**config.mk**
```make
export PLATFORM = sky130hd
export DESIGN_NAME = music_player
export DESIGN_NICKNAME = d
export VERILOG_FILES = /design/src/hdl/music_pkg.sv /design/src/hdl/mcu.sv /design/src/hdl/song_reader.sv /design/src/hdl/note_player.sv /design/src/hdl/beat_generator.sv /design/src/hdl/codec_conditioner.sv /design/src/hdl/music_player.sv
export SDC_FILE = /design/constraint.sdc
export NUM_CORES = 1
export LEC_CHECK = 0
export BUFFER_PORTS_ARGS = -buffer_cell sky130_fd_sc_hd__buf_2
export CORE_MARGIN = 4
export CORE_UTILIZATION = 59
export DETAILED_ROUTE_END_ITERATION = 12
export PLACE_DENSITY_LB_ADDON = 0.12
export SETUP_SLACK_MARGIN = 0.1
export SKIP_CTS_REPAIR_TIMING = 1
export SLEW_MARGIN = 10
export SYNTH_ARGS = -nofsm -noshare
export SYNTH_HDL_FRONTEND = slang
export SYNTH_SLANG_ARGS = --single-unit
```
**constraint.sdc**
```tcl
create_clock -name clk -period 2.6 [get_ports clk]
set_input_delay 0.78 -clock clk [delete_from_list [all_inputs] [get_ports clk]]
set_output_delay 0.78 -clock clk [all_outputs]
set_load 0.005 [all_outputs]
```
**src/hdl/music_pkg.sv**
```systemverilog
//~~~~~~~~~~~~~~~~~~~~~~~~~~~~~~~~~~~~~~~
// Shared widths, song table rule and tone constants
// Referenced by scoped name from every block of the music player
//~~~~~~~~~~~~~~~~~~~~~~~~~~~~~~~~~~~~~~~
package music_pkg;

    // Note number, zero is a rest
    typedef logic [5:0] note_t;
    // Note length in beats
    typedef logic [5:0] duration_t;
    typedef logic [1:0] song_t;
    // Signed codec sample
    typedef logic signed [17:0] sample_t;
    typedef logic [15:0] phase_t;
    // Volume weight, amplitude shift
    typedef logic [1:0] weight_t;

    localparam int NOTES_PER_SONG = 8;
    // Phase step per note number
    localparam int STEP_SCALE = 64;
    // Square wave amplitude at weight 0
    localparam int BASE_AMPLITUDE = 4096;

    // Control FSM states
    typedef enum logic [1:0] {
        paused,
        playing,
        next_wait
    } mcu_state_t;

    // Note number of entry i in song s
    function automatic note_t song_entry_note(
        input song_t s,
        input logic [$clog2(NOTES_PER_SONG)-1:0] i
    );
        return note_t'(int'(s) * NOTES_PER_SONG + int'(i) + 1);
    endfunction

    // Duration of entry i, cycles through 1 to 4 beats
    function automatic duration_t song_entry_duration(
        input logic [$clog2(NOTES_PER_SONG)-1:0] i
    );
        return duration_t'(int'(i) % 4 + 1);
    endfunction

endpackage

```
**src/hdl/mcu.sv**
```systemverilog
//~~~~~~~~~~~~~~~~~~~~~~~~~~~~~~~~~~~~~~~
// Master control FSM for play/pause and song selection
//~~~~~~~~~~~~~~~~~~~~~~~~~~~~~~~~~~~~~~~
module mcu (
    input  logic              clk,
    input  logic              rst,
    input  logic              play_button,
    input  logic              next_button,
    input  logic              song_done,
    output logic              play,
    output logic              reset_player,
    output music_pkg::song_t  song
);

    music_pkg::mcu_state_t state;
    music_pkg::mcu_state_t state_next;
    logic advance;

    // Skip request from the user, or end of song from the reader
    assign advance = (next_button || song_done) && (state != music_pkg::next_wait);

    always_comb begin
        state_next = state;
        case (state)
            music_pkg::paused: begin
                if (advance)
                    state_next = music_pkg::next_wait;
                else if (play_button)
                    state_next = music_pkg::playing;
            end
            music_pkg::playing: begin
                if (advance)
                    state_next = music_pkg::next_wait;
                else if (play_button)
                    state_next = music_pkg::paused;
            end
            // Reader is being cleared this cycle, wait for a new play press
            music_pkg::next_wait: state_next = music_pkg::paused;
            default: state_next = music_pkg::paused;
        endcase
    end

    always_ff @(posedge clk) begin
        if (rst) begin
            state        <= music_pkg::paused;
            song         <= '0;
            play         <= 1'b0;
            reset_player <= 1'b0;
        end else begin
            state        <= state_next;
            play         <= (state_next == music_pkg::playing);
            // One pulse, lands in the next_wait cycle
            reset_player <= advance;
            if (advance)
                song <= song + 1'b1;
        end
    end

    // Song reader is never cleared while the player is running
    assert property (@(posedge clk) disable iff (rst) !(reset_player && play))
        else $error("reset_player high while play is high");

endmodule

```
**src/hdl/song_reader.sv**
```systemverilog
//~~~~~~~~~~~~~~~~~~~~~~~~~~~~~~~~~~~~~~~
// Decode stage, walks the song table and issues notes
//~~~~~~~~~~~~~~~~~~~~~~~~~~~~~~~~~~~~~~~
module song_reader (
    input  logic                  clk,
    input  logic                  rst,
    input  logic                  play,
    input  logic                  ff_switch,
    input  logic                  note_done,
    input  music_pkg::song_t      song,
    output music_pkg::note_t      note,
    output music_pkg::duration_t  duration,
    output logic                  new_note,
    output logic                  activate,
    output logic                  song_done
);

    localparam int IDX_W = $clog2(music_pkg::NOTES_PER_SONG);
    localparam logic [IDX_W-1:0] LAST_IDX = IDX_W'(music_pkg::NOTES_PER_SONG - 1);

    logic [IDX_W-1:0] index;
    logic read_pending;
    logic song_over;
    logic start;
    logic last_note;
    music_pkg::duration_t table_dur;
    music_pkg::duration_t ff_dur;

    // First play press after reset or song change
    assign start     = play && !activate && !song_over;
    assign last_note = (index == LAST_IDX);

    // Table lookup for the current entry
    assign table_dur = music_pkg::song_entry_duration(index);
    // Fast forward halves, never below one beat
    assign ff_dur    = (table_dur > 6'd1) ? (table_dur >> 1) : 6'd1;

    always_ff @(posedge clk) begin
        if (rst) begin
            index        <= '0;
            activate     <= 1'b0;
            song_over    <= 1'b0;
            read_pending <= 1'b0;
            new_note     <= 1'b0;
            song_done    <= 1'b0;
        end else begin
            read_pending <= 1'b0;
            song_done    <= 1'b0;
            // Note registers are loaded one cycle before the strobe
            new_note     <= read_pending;
            if (start) begin
                activate     <= 1'b1;
                read_pending <= 1'b1;
            end else if (activate && note_done) begin
                if (last_note) begin
                    // Stay idle until the MCU clears us
                    activate  <= 1'b0;
                    song_over <= 1'b1;
                    song_done <= 1'b1;
                end else begin
                    index        <= index + 1'b1;
                    read_pending <= 1'b1;
                end
            end
        end
    end

    // Registered table read
    always_ff @(posedge clk) begin
        if (read_pending) begin
            note     <= music_pkg::song_entry_note(song, index);
            duration <= ff_switch ? ff_dur : table_dur;
        end
    end

    // Note player ends a note before the next one is issued
    assert property (@(posedge clk) disable iff (rst) !(new_note && note_done))
        else $error("new_note and note_done high together");

endmodule

```
**src/hdl/note_player.sv**
```systemverilog
//~~~~~~~~~~~~~~~~~~~~~~~~~~~~~~~~~~~~~~~
// Execute stage, square wave voice with beat counted notes
//~~~~~~~~~~~~~~~~~~~~~~~~~~~~~~~~~~~~~~~
module note_player (
    input  logic                  clk,
    input  logic                  rst,
    input  logic                  play,
    input  logic                  new_note,
    input  logic                  activate,
    input  logic                  beat,
    input  logic                  generate_next_sample,
    input  music_pkg::note_t      note,
    input  music_pkg::duration_t  duration,
    input  music_pkg::weight_t    weight,
    output music_pkg::sample_t    sample,
    output logic                  note_done,
    output logic                  sample_ready
);

    music_pkg::note_t     note_reg;
    music_pkg::duration_t dur_reg;
    music_pkg::duration_t beat_cnt;
    music_pkg::phase_t    phase;
    music_pkg::phase_t    phase_next;
    music_pkg::sample_t   amplitude;
    logic busy;
    logic sounding;

    // A loaded note that is allowed to make sound
    assign sounding   = play && activate && busy;
    assign phase_next = phase + music_pkg::phase_t'(int'(note_reg) * music_pkg::STEP_SCALE);
    // Weight scales by powers of two
    assign amplitude  = music_pkg::sample_t'(music_pkg::BASE_AMPLITUDE) << weight;

    always_ff @(posedge clk) begin
        if (rst) begin
            busy         <= 1'b0;
            beat_cnt     <= '0;
            note_done    <= 1'b0;
            sample       <= '0;
            sample_ready <= 1'b0;
        end else begin
            note_done    <= 1'b0;
            sample_ready <= generate_next_sample;
            if (new_note) begin
                busy     <= 1'b1;
                beat_cnt <= '0;
            end else if (!activate) begin
                busy <= 1'b0;
            end else if (busy && play && beat) begin
                // Last beat of the note
                if (music_pkg::duration_t'(beat_cnt + 1'b1) == dur_reg) begin
                    note_done <= 1'b1;
                    busy      <= 1'b0;
                end else begin
                    beat_cnt <= beat_cnt + 1'b1;
                end
            end
            if (generate_next_sample) begin
                if (!sounding || note_reg == '0)
                    sample <= '0;
                else if (phase_next[$bits(music_pkg::phase_t)-1])
                    sample <= amplitude;
                else
                    sample <= -amplitude;
            end
        end
    end

    // Note payload and phase accumulator
    always_ff @(posedge clk) begin
        if (new_note) begin
            note_reg <= note;
            dur_reg  <= duration;
            phase    <= '0;
        end else if (generate_next_sample && sounding) begin
            // Phase holds while paused
            phase <= phase_next;
        end
    end

endmodule

```
**src/hdl/beat_generator.sv**
```systemverilog
//~~~~~~~~~~~~~~~~~~~~~~~~~~~~~~~~~~~~~~~
// Divides sample strobes down to a one cycle beat
//~~~~~~~~~~~~~~~~~~~~~~~~~~~~~~~~~~~~~~~
module beat_generator #(
    parameter int BEAT_COUNT = 1000
) (
    input  logic clk,
    input  logic rst,
    input  logic en,
    output logic beat
);

    localparam int CNT_W = (BEAT_COUNT > 1) ? $clog2(BEAT_COUNT) : 1;
    localparam logic [CNT_W-1:0] LAST = CNT_W'(BEAT_COUNT - 1);

    logic [CNT_W-1:0] count;

    always_ff @(posedge clk) begin
        if (rst) begin
            count <= '0;
            beat  <= 1'b0;
        end else begin
            // Pulse on the last enable of each group
            beat <= en && (count == LAST);
            if (en)
                count <= (count == LAST) ? '0 : count + 1'b1;
        end
    end

endmodule

```
**src/hdl/codec_conditioner.sv**
```systemverilog
//~~~~~~~~~~~~~~~~~~~~~~~~~~~~~~~~~~~~~~~
// Result stage, hands one sample to the codec per frame
//~~~~~~~~~~~~~~~~~~~~~~~~~~~~~~~~~~~~~~~
module codec_conditioner (
    input  logic                clk,
    input  logic                rst,
    input  logic                new_frame,
    input  logic                sample_ready,
    input  music_pkg::sample_t  new_sample,
    output logic                generate_next_sample,
    output music_pkg::sample_t  sample_out
);

    // Newest sample from the note player
    music_pkg::sample_t latched;

    always_ff @(posedge clk) begin
        if (rst) begin
            latched              <= '0;
            sample_out           <= '0;
            generate_next_sample <= 1'b0;
        end else begin
            // Request the next sample right after each frame
            generate_next_sample <= new_frame;
            if (sample_ready)
                latched <= new_sample;
            // Codec gets the sample made after the previous frame
            if (new_frame)
                sample_out <= latched;
        end
    end

    // Frames never arrive back to back
    assert property (@(posedge clk) disable iff (rst)
        generate_next_sample |=> !generate_next_sample)
        else $error("generate_next_sample longer than one cycle");

endmodule

```
**src/hdl/music_player.sv**
```systemverilog
//~~~~~~~~~~~~~~~~~~~~~~~~~~~~~~~~~~~~~~~
// Music player top, control through codec hand-off
// Set BEAT_COUNT low in simulation for short beats
//~~~~~~~~~~~~~~~~~~~~~~~~~~~~~~~~~~~~~~~
module music_player #(
    parameter int BEAT_COUNT = 1000
) (
    input  logic                clk,
    input  logic                rst,
    input  logic                play_button,
    input  logic                next_button,
    input  logic                ff_switch,
    input  logic                new_frame,
    input  music_pkg::weight_t  weight,
    output logic                new_sample_generated,
    output logic                play,
    output music_pkg::sample_t  sample_out
);

    // Control
    logic reset_player;
    logic song_done;
    music_pkg::song_t current_song;

    // Decode to execute
    music_pkg::note_t note_to_play;
    music_pkg::duration_t duration_for_note;
    logic new_note;
    logic activate;
    logic note_done;

    // Execute to result
    logic beat;
    logic sample_ready;
    music_pkg::sample_t note_sample;

    mcu mcu_inst (
        .clk          (clk),
        .rst          (rst),
        .play_button  (play_button),
        .next_button  (next_button),
        .song_done    (song_done),
        .play         (play),
        .reset_player (reset_player),
        .song         (current_song)
    );

    // Only the reader restarts on a song change
    song_reader song_reader_inst (
        .clk       (clk),
        .rst       (rst | reset_player),
        .play      (play),
        .ff_switch (ff_switch),
        .note_done (note_done),
        .song      (current_song),
        .note      (note_to_play),
        .duration  (duration_for_note),
        .new_note  (new_note),
        .activate  (activate),
        .song_done (song_done)
    );

    note_player note_player_inst (
        .clk                  (clk),
        .rst                  (rst),
        .play                 (play),
        .new_note             (new_note),
        .activate             (activate),
        .beat                 (beat),
        .generate_next_sample (new_sample_generated),
        .note                 (note_to_play),
        .duration             (duration_for_note),
        .weight               (weight),
        .sample               (note_sample),
        .note_done            (note_done),
        .sample_ready         (sample_ready)
    );

    // One beat per BEAT_COUNT sample requests
    beat_generator #(
        .BEAT_COUNT (BEAT_COUNT)
    ) beat_generator_inst (
        .clk  (clk),
        .rst  (rst),
        .en   (new_sample_generated),
        .beat (beat)
    );

    codec_conditioner codec_conditioner_inst (
        .clk                  (clk),
        .rst                  (rst),
        .new_frame            (new_frame),
        .sample_ready         (sample_ready),
        .new_sample           (note_sample),
        .generate_next_sample (new_sample_generated),
        .sample_out           (sample_out)
    );

endmodule

```
=== Word-level counts from Yosys, hierarchy flattened ===
Cells that the tools add are included.

* Logic and storage cells: 100
* Input port bits: 8
* Output and inout port bits: 20
* Flip-flop bits (word level): 129

* Bitwise logic cells: 7
* Reductions and logical operators: 27
* Eq/ne operators: 8
* Order comparisons: 1
* Shift-type cells: 1
* $add $sub $neg: 9
* Mux-type cells: 22

{| class="wikitable"
|+ Operators with widths
! cell !! number
|-
| $mux 18 || 2
|-
| $neg 18->18 || 1
|-
| $shl 13x2->18 const A || 1
|-
| $add 16x12->16 || 1
|-
| $mux 1 || 12
|-
| $add 10x1->10 const B || 1
|-
| $eq 10x10->1 const B || 1
|-
| $logic_and 1x1->1 || 10
|-
| $mux 10 || 1
|-
| $reduce_and 3->1 || 3
|-
| $mux 2 || 4
|-
| $add 5x3->6 || 1
|-
| $add 6x1->6 const B || 1
|-
| $add 6x2->6 const B || 1
|-
| $eq 6x6->1 || 1
|-
| $gt 6x1->1 const B || 1
|-
| $logic_not 6->1 || 1
|-
| $mux 6 || 1
|-
| $ne 3x1->1 const B || 2
|-
| $not 1->1 || 6
|-
| $mux 5 || 1
|-
| $eq 2x1->1 const B || 2
|-
| $pmux 2 s2 || 1
|-
| $reduce_and 2->1 || 2
|-
| 13 further kinds || 17
|}

=== Logic depth before layout (Yosys ltp) ===
* Depth after elaboration: 6
* Depth in mapped cells: 8
* Depth with buffers taken out: 8

=== Cells and area by module ===
A second synthesis with hierarchy kept.

* Cells, all modules: 446
* Area, all modules: 4,606.9 um^2

{| class="wikitable"
|+ Modules (own cells, without submodules)
! module !! times used !! area each (um^2) !! sequential area each (um^2) !! cells an instance
|-
| note_player || 1 || 1,851.8 || 860.8 || 197
|-
| codec_conditioner || 1 || 1,325.0 || 740.7 || 118
|-
| song_reader || 1 || 714.4 || 430.4 || 55
|-
| beat_generator || 1 || 494.2 || 220.2 || 55
|-
| mcu || 1 || 215.2 || 120.1 || 20
|-
| music_player || 1 || 6.3 || 0.0 || 1
|}

=== Least setup slack after synthesis ===
No wires, ideal clock.

* Path type: flip-flop to flip-flop
* Start: register note_player_inst.note_reg[0]
* End: register note_player_inst.phase[14]
* Buffers on the path: 0
* Required time: 2,479 ps
* Data arrival time: 1,790 ps
* Path slack: 690 ps
* Clock period less this slack: 1,910 ps
* Stages on the path, launching flop included: 9
* Setup time: 121 ps
* Cells stage by stage: edfxtp_1 -> ha_1 -> inv_1 -> fa_1 -> nor2b_1 -> o21a_1 -> o21ai_0 -> a21oi_1 -> mux2_2

* Longest elaborated chain between the ends: 1

{| class="wikitable"
|+ Ends and longest elaborated chain
! what !! line !! RTL
|-
| start: declaration || note_player.sv:20 || <nowiki>music_pkg::note_t note_reg;</nowiki>
|-
| start signal: assignment || note_player.sv:73 || <nowiki>note_reg <= note;</nowiki>
|-
| $add 16x12->16 || note_player.sv:31 || <nowiki>assign phase_next = phase + music_pkg::phase_t'(int'(note_reg) * music_pkg::STEP_SCALE);</nowiki>
|-
| end signal: assignment || note_player.sv:78 || <nowiki>phase <= phase_next;</nowiki>
|-
| end: declaration || note_player.sv:23 || <nowiki>music_pkg::phase_t phase;</nowiki>
|}

Every way passes these cells.
A chain may end at the register's enable or synchronous reset.

=== Worst setup path in the final report ===
* Start: register note_player_inst.note_reg[1]
* End: register note_player_inst.sample[13]

* Longest elaborated chain between the ends: 3
* Elaborated cells between the ends (all ways): 5
* Classes of those cells: 1 x add/sub; 2 x mux; 2 x reduce/logical

{| class="wikitable"
|+ Ends and longest elaborated chain
! what !! line !! RTL
|-
| $add 16x12->16 / $logic_not 6->1 (equally long branches) || note_player.sv:31, note_player.sv:60 ||
|-
| $mux 18 / $logic_or 1x1->1 (equally long branches) || note_player.sv:62, note_player.sv:60 ||
|-
| $mux 18 (*) || note_player.sv:60 || <nowiki>if (!sounding || note_reg == '0)</nowiki>
|-
| end signal: assignment || note_player.sv:63 || <nowiki>sample <= amplitude;</nowiki>
|-
| end signal: assignment || note_player.sv:65 || <nowiki>sample <= -amplitude;</nowiki>
|-
| end: declaration || note_player.sv:15 || <nowiki>output music_pkg::sample_t sample,</nowiki>
|}

Mark *: on every way between the ends. The rest lies on a longest branch, timed or not.

==> impl_metrics.py <==
metrics = {
    "hold_path": {
        "hp-class": "flop to flop",
    },
    "timing": {
        "setup_violations": 0,
        "hold_ws_ns": 0.4217,
        "grt_setup_unrepaired": "false",
        "setup_ws_ns": 0.4894,
        "fin_skew_ns": 0.005961,
        "hold_violations": 0,
        "finalCritPeriodShare_pct": 81.18,
        "setup_tns_ns": 0,
        "fmax_mhz": 473.8,
        "worst_pin_slew_ns": 0.6154,
        "final-max-slew-violation-count": 0,
        "relSlewSlack_pct": 58.97,
        "period_needed_ns": 2.111,
    },
    "floorplanning": {
        "coreArea_sq_um": 5886,
        "start_util_pct": 60.71,
        "dieHeight_um": 85.83,
        "die_w_um": 85.83,
        "dieArea_sq_um": 7366,
        "io_pins": 28,
        "num_rows": 28,
    },
    "synthesis": {
        "synthTopCellsByArea": "dfxtp_1 (35%), edfxtp_1 (15%), mux2i_1 (5.9%)",
        "avgSynthCellArea_sq_um": 9.954,
        "synth-compound-area-share_pct": 8.999,
        "synthFlopType": "dfxtp_1",
        "synth.area.mux_share_pct": 7.248,
        "yosys.area_share.simple_pct": 17.05,
        "yosysTopAreaCellShare_pct": 35.29,
        "synth_top_family_by_area": "simple AND/OR/NAND/NOR gates",
        "yosys.area.top_type": "dfxtp_1",
        "yosys.area_share.xor_xnor_pct": 5.637,
        "ys_seq_area_share_pct": 50.42,
        "yosysUniqueCellTypes": 51,
        "syn_area_sq_um": 3573,
        "synth_fa_ha_area_share_pct": 5.112,
        "yosys_warnings": 0,
        "syn_inst": 359,
        "synth-edff-count": 18,
        "ys_async_sr_fraction_pct": 0,
        "ys_ff_latch": 81,
    },
    "outcome": {
        "outcome": "finished, final reports clean",
    },
    "setup_path": {
        "startpoint_type": "flop",
        "cp_slowest_cell": "edfxtp_1",
        "path_cells": "ha_1 > a211oi_2 > o211ai_1 > a221oi_4 > mux2_4 > o21ai_1",
        "crit_type": "flop to flop",
        "cp.required_ns": 2.88,
        "cp.arrival_ns": 2.40,
        "max_stage_delay_ns": 0.43,
        "path_max_fanout": 5,
        "endpoint_kind": "flop",
    },
    "finish": {
        "drive_gt1_share_pct": 11.05,
        "fin_nets": 397,
        "seqCellArea_sq_um": 1802,
        "antenna_cells": 0,
        "stdcell_count": 455,
        "multi_input_area_sq_um": 1619,
        "syn2layout_area_growth_pct": 8.053,
        "reg.largest.list": "beat_generator_inst.count x10, note_player_inst.phase x10",
        "nFillCells": 491,
    },
    "job": {
        "max-cap-violations": 0,
    },
    "detailed_routing": {
        "routed_wl_um": 5955,
        "wl_per_cell_um": 13.09,
        "drc_errors": 0,
        "via_per_inst": 5.349,
        "num_vias": 2434,
        "antenna_left": 0,
        "drtIter0Drc": 61,
        "drt_pass1_iterations": 4,
    },
    "cts": {
        "clk_latency_ns": 0.35,
        "root_buffer": "clkbuf_8",
        "htree_levels": 3,
        "clock_sinks": 81,
        "clk_path_buf_depth": 2,
        "cts_tree": "done",
        "clkTransAtPathRegs_ns": 0.08,
        "cts_made_buffers": 9,
    },
    "placed_design": {
        "placedCellCount": 439,
        "place_congestion": 0.8378,
        "io_buffers": 15,
        "place_ws_ns": 0.5181,
        "hpwl_um": 4311,
    },
    "power": {
        "peakVddDrop_uv": 438.6,
        "power.density_nw_per_um2": 594.3,
        "power_uw": 2295,
        "power.leakage_uw": 0.001517,
    },
    "grt": {
        "antenna_found_initial": 0,
        "gr-total-overflow": 0,
        "grt_max_degree": 35,
        "track_usage_pct": 18.29,
        "grt_first_pass_wirelength_um": 10630,
        "grt_pass1_vias": 2345,
    },
}
-- critical path, delay by kind of cell, from the launching register on --
| family | cells | cell delay [ns] |
|---|---|---|
| flip-flops | 1 | 0.43 |
| AO/OA/AOI/OAI | 4 | 0.97 |
| multiplexers | 1 | 0.33 |
| adder cells (fa/ha/maj) | 1 | 0.32 |
-- cells in the final DEF (no fill, tap or decap), drive strengths merged, types with 9 or more instances in the layout --
cell / synthesis / final
a21oi: 18 / 18
inv: 15 / 17
edfxtp: 18 / 18
buf: 15 / 18
nand2: 30 / 30
xor2: 9 / 9
nand3: 9 / 9
clkbuf: 9 / 9
nor2: 50 / 50
dfxtp: 63 / 63
conb: 1 / 12
xnor2: 14 / 14
ha: 13 / 13
mux2i: 21 / 21
-- worst paths after layout --
| kind | depth (start not counted) | slack, ns | startpoint | end |
|---|---|---|---|---|
| min | 0 | 0.42 | song_reader_inst.duration[2] | note_player_inst.dur_reg[2] |
| max | 6 | 0.49 | note_player_inst.note_reg[1] | note_player_inst.sample[13] |
| max reg2reg | 6 | 0.49 | note_player_inst.note_reg[1] | note_player_inst.sample[13] |
| min reg2reg | 0 | 0.42 | song_reader_inst.duration[2] | note_player_inst.dur_reg[2] |
-- synth_stat cells, types with 2 or more instances --
library cell / number
dfxtp_1: 63
nor2_1: 50
nand2_1: 30
mux2i_1: 21
a21oi_1: 18
edfxtp_1: 18
inv_1: 15
xnor2_1: 14
ha_1: 13
buf_4: 12
clkbuf_1: 9
nand3_1: 9
xor2_1: 9
nor2b_1: 7
nor3_1: 7
nand4_1: 6
o21ai_0: 6
nand3b_1: 4
a31oi_1: 3
mux2_2: 3
or3_1: 3
and2_1: 2
and3_1: 2
and4_1: 2
buf_2: 2
nand2b_1: 2
nor4b_1: 2
o2111ai_1: 2
o211ai_1: 2
o21ai_1: 2
-- routing by layer --
layer  global-route usage (%)  vias up  part of all wire (%)
li1                         -     1246                     -
met4                    6.763        0                   1.6
met3                    5.187       11                   4.4
met2                    28.04       45                    45
met1                    24.72     1132                    49
met5                        0        -                     0
-- area by class of cell --
type | instances | share of cell area (%)
flip-flops and latches | 81 | 46.66
multi-input cells | 250 | 41.93
clock buffers | 9 | 3.208
repair buffers | 18 | 2.528
well taps | 75 | 2.430
clock inverters | 7 | 1.782
inverters | 15 | 1.458
-- stage by stage --
stage | instance area, sq um | util [%]
floorplan | 3615 | -
global placement | 3669 | 62.33
detailed placement | 3669 | 62.33
CTS | 3861 | 65.60
global route | 3861 | 65.60
finish | 3861 | 65.60
-- report_power, final --
| group | internal, uW | leakage (uW) | total, uW | switching [uW] |
|---|---|---|---|---|
| Sequential | 1290 | 0.000668 | 1310 | 15.4 |
| Combinational | 32.2 | 0.000752 | 78.3 | 46.1 |
| Clock | 444 | 0.0000974 | 906 | 463 |
-- cells by family after synthesis --
kind of cell               after synthesis
other                                    1
DFF                                     81
buffers and inverters                   39
adders and majority gates               14
xor gates and xnor gates                23
muxes                                   25
and+or+nand+nor                        130
AOI/OAI and AO/OA                       46
(Power assumes the default switching activity.)
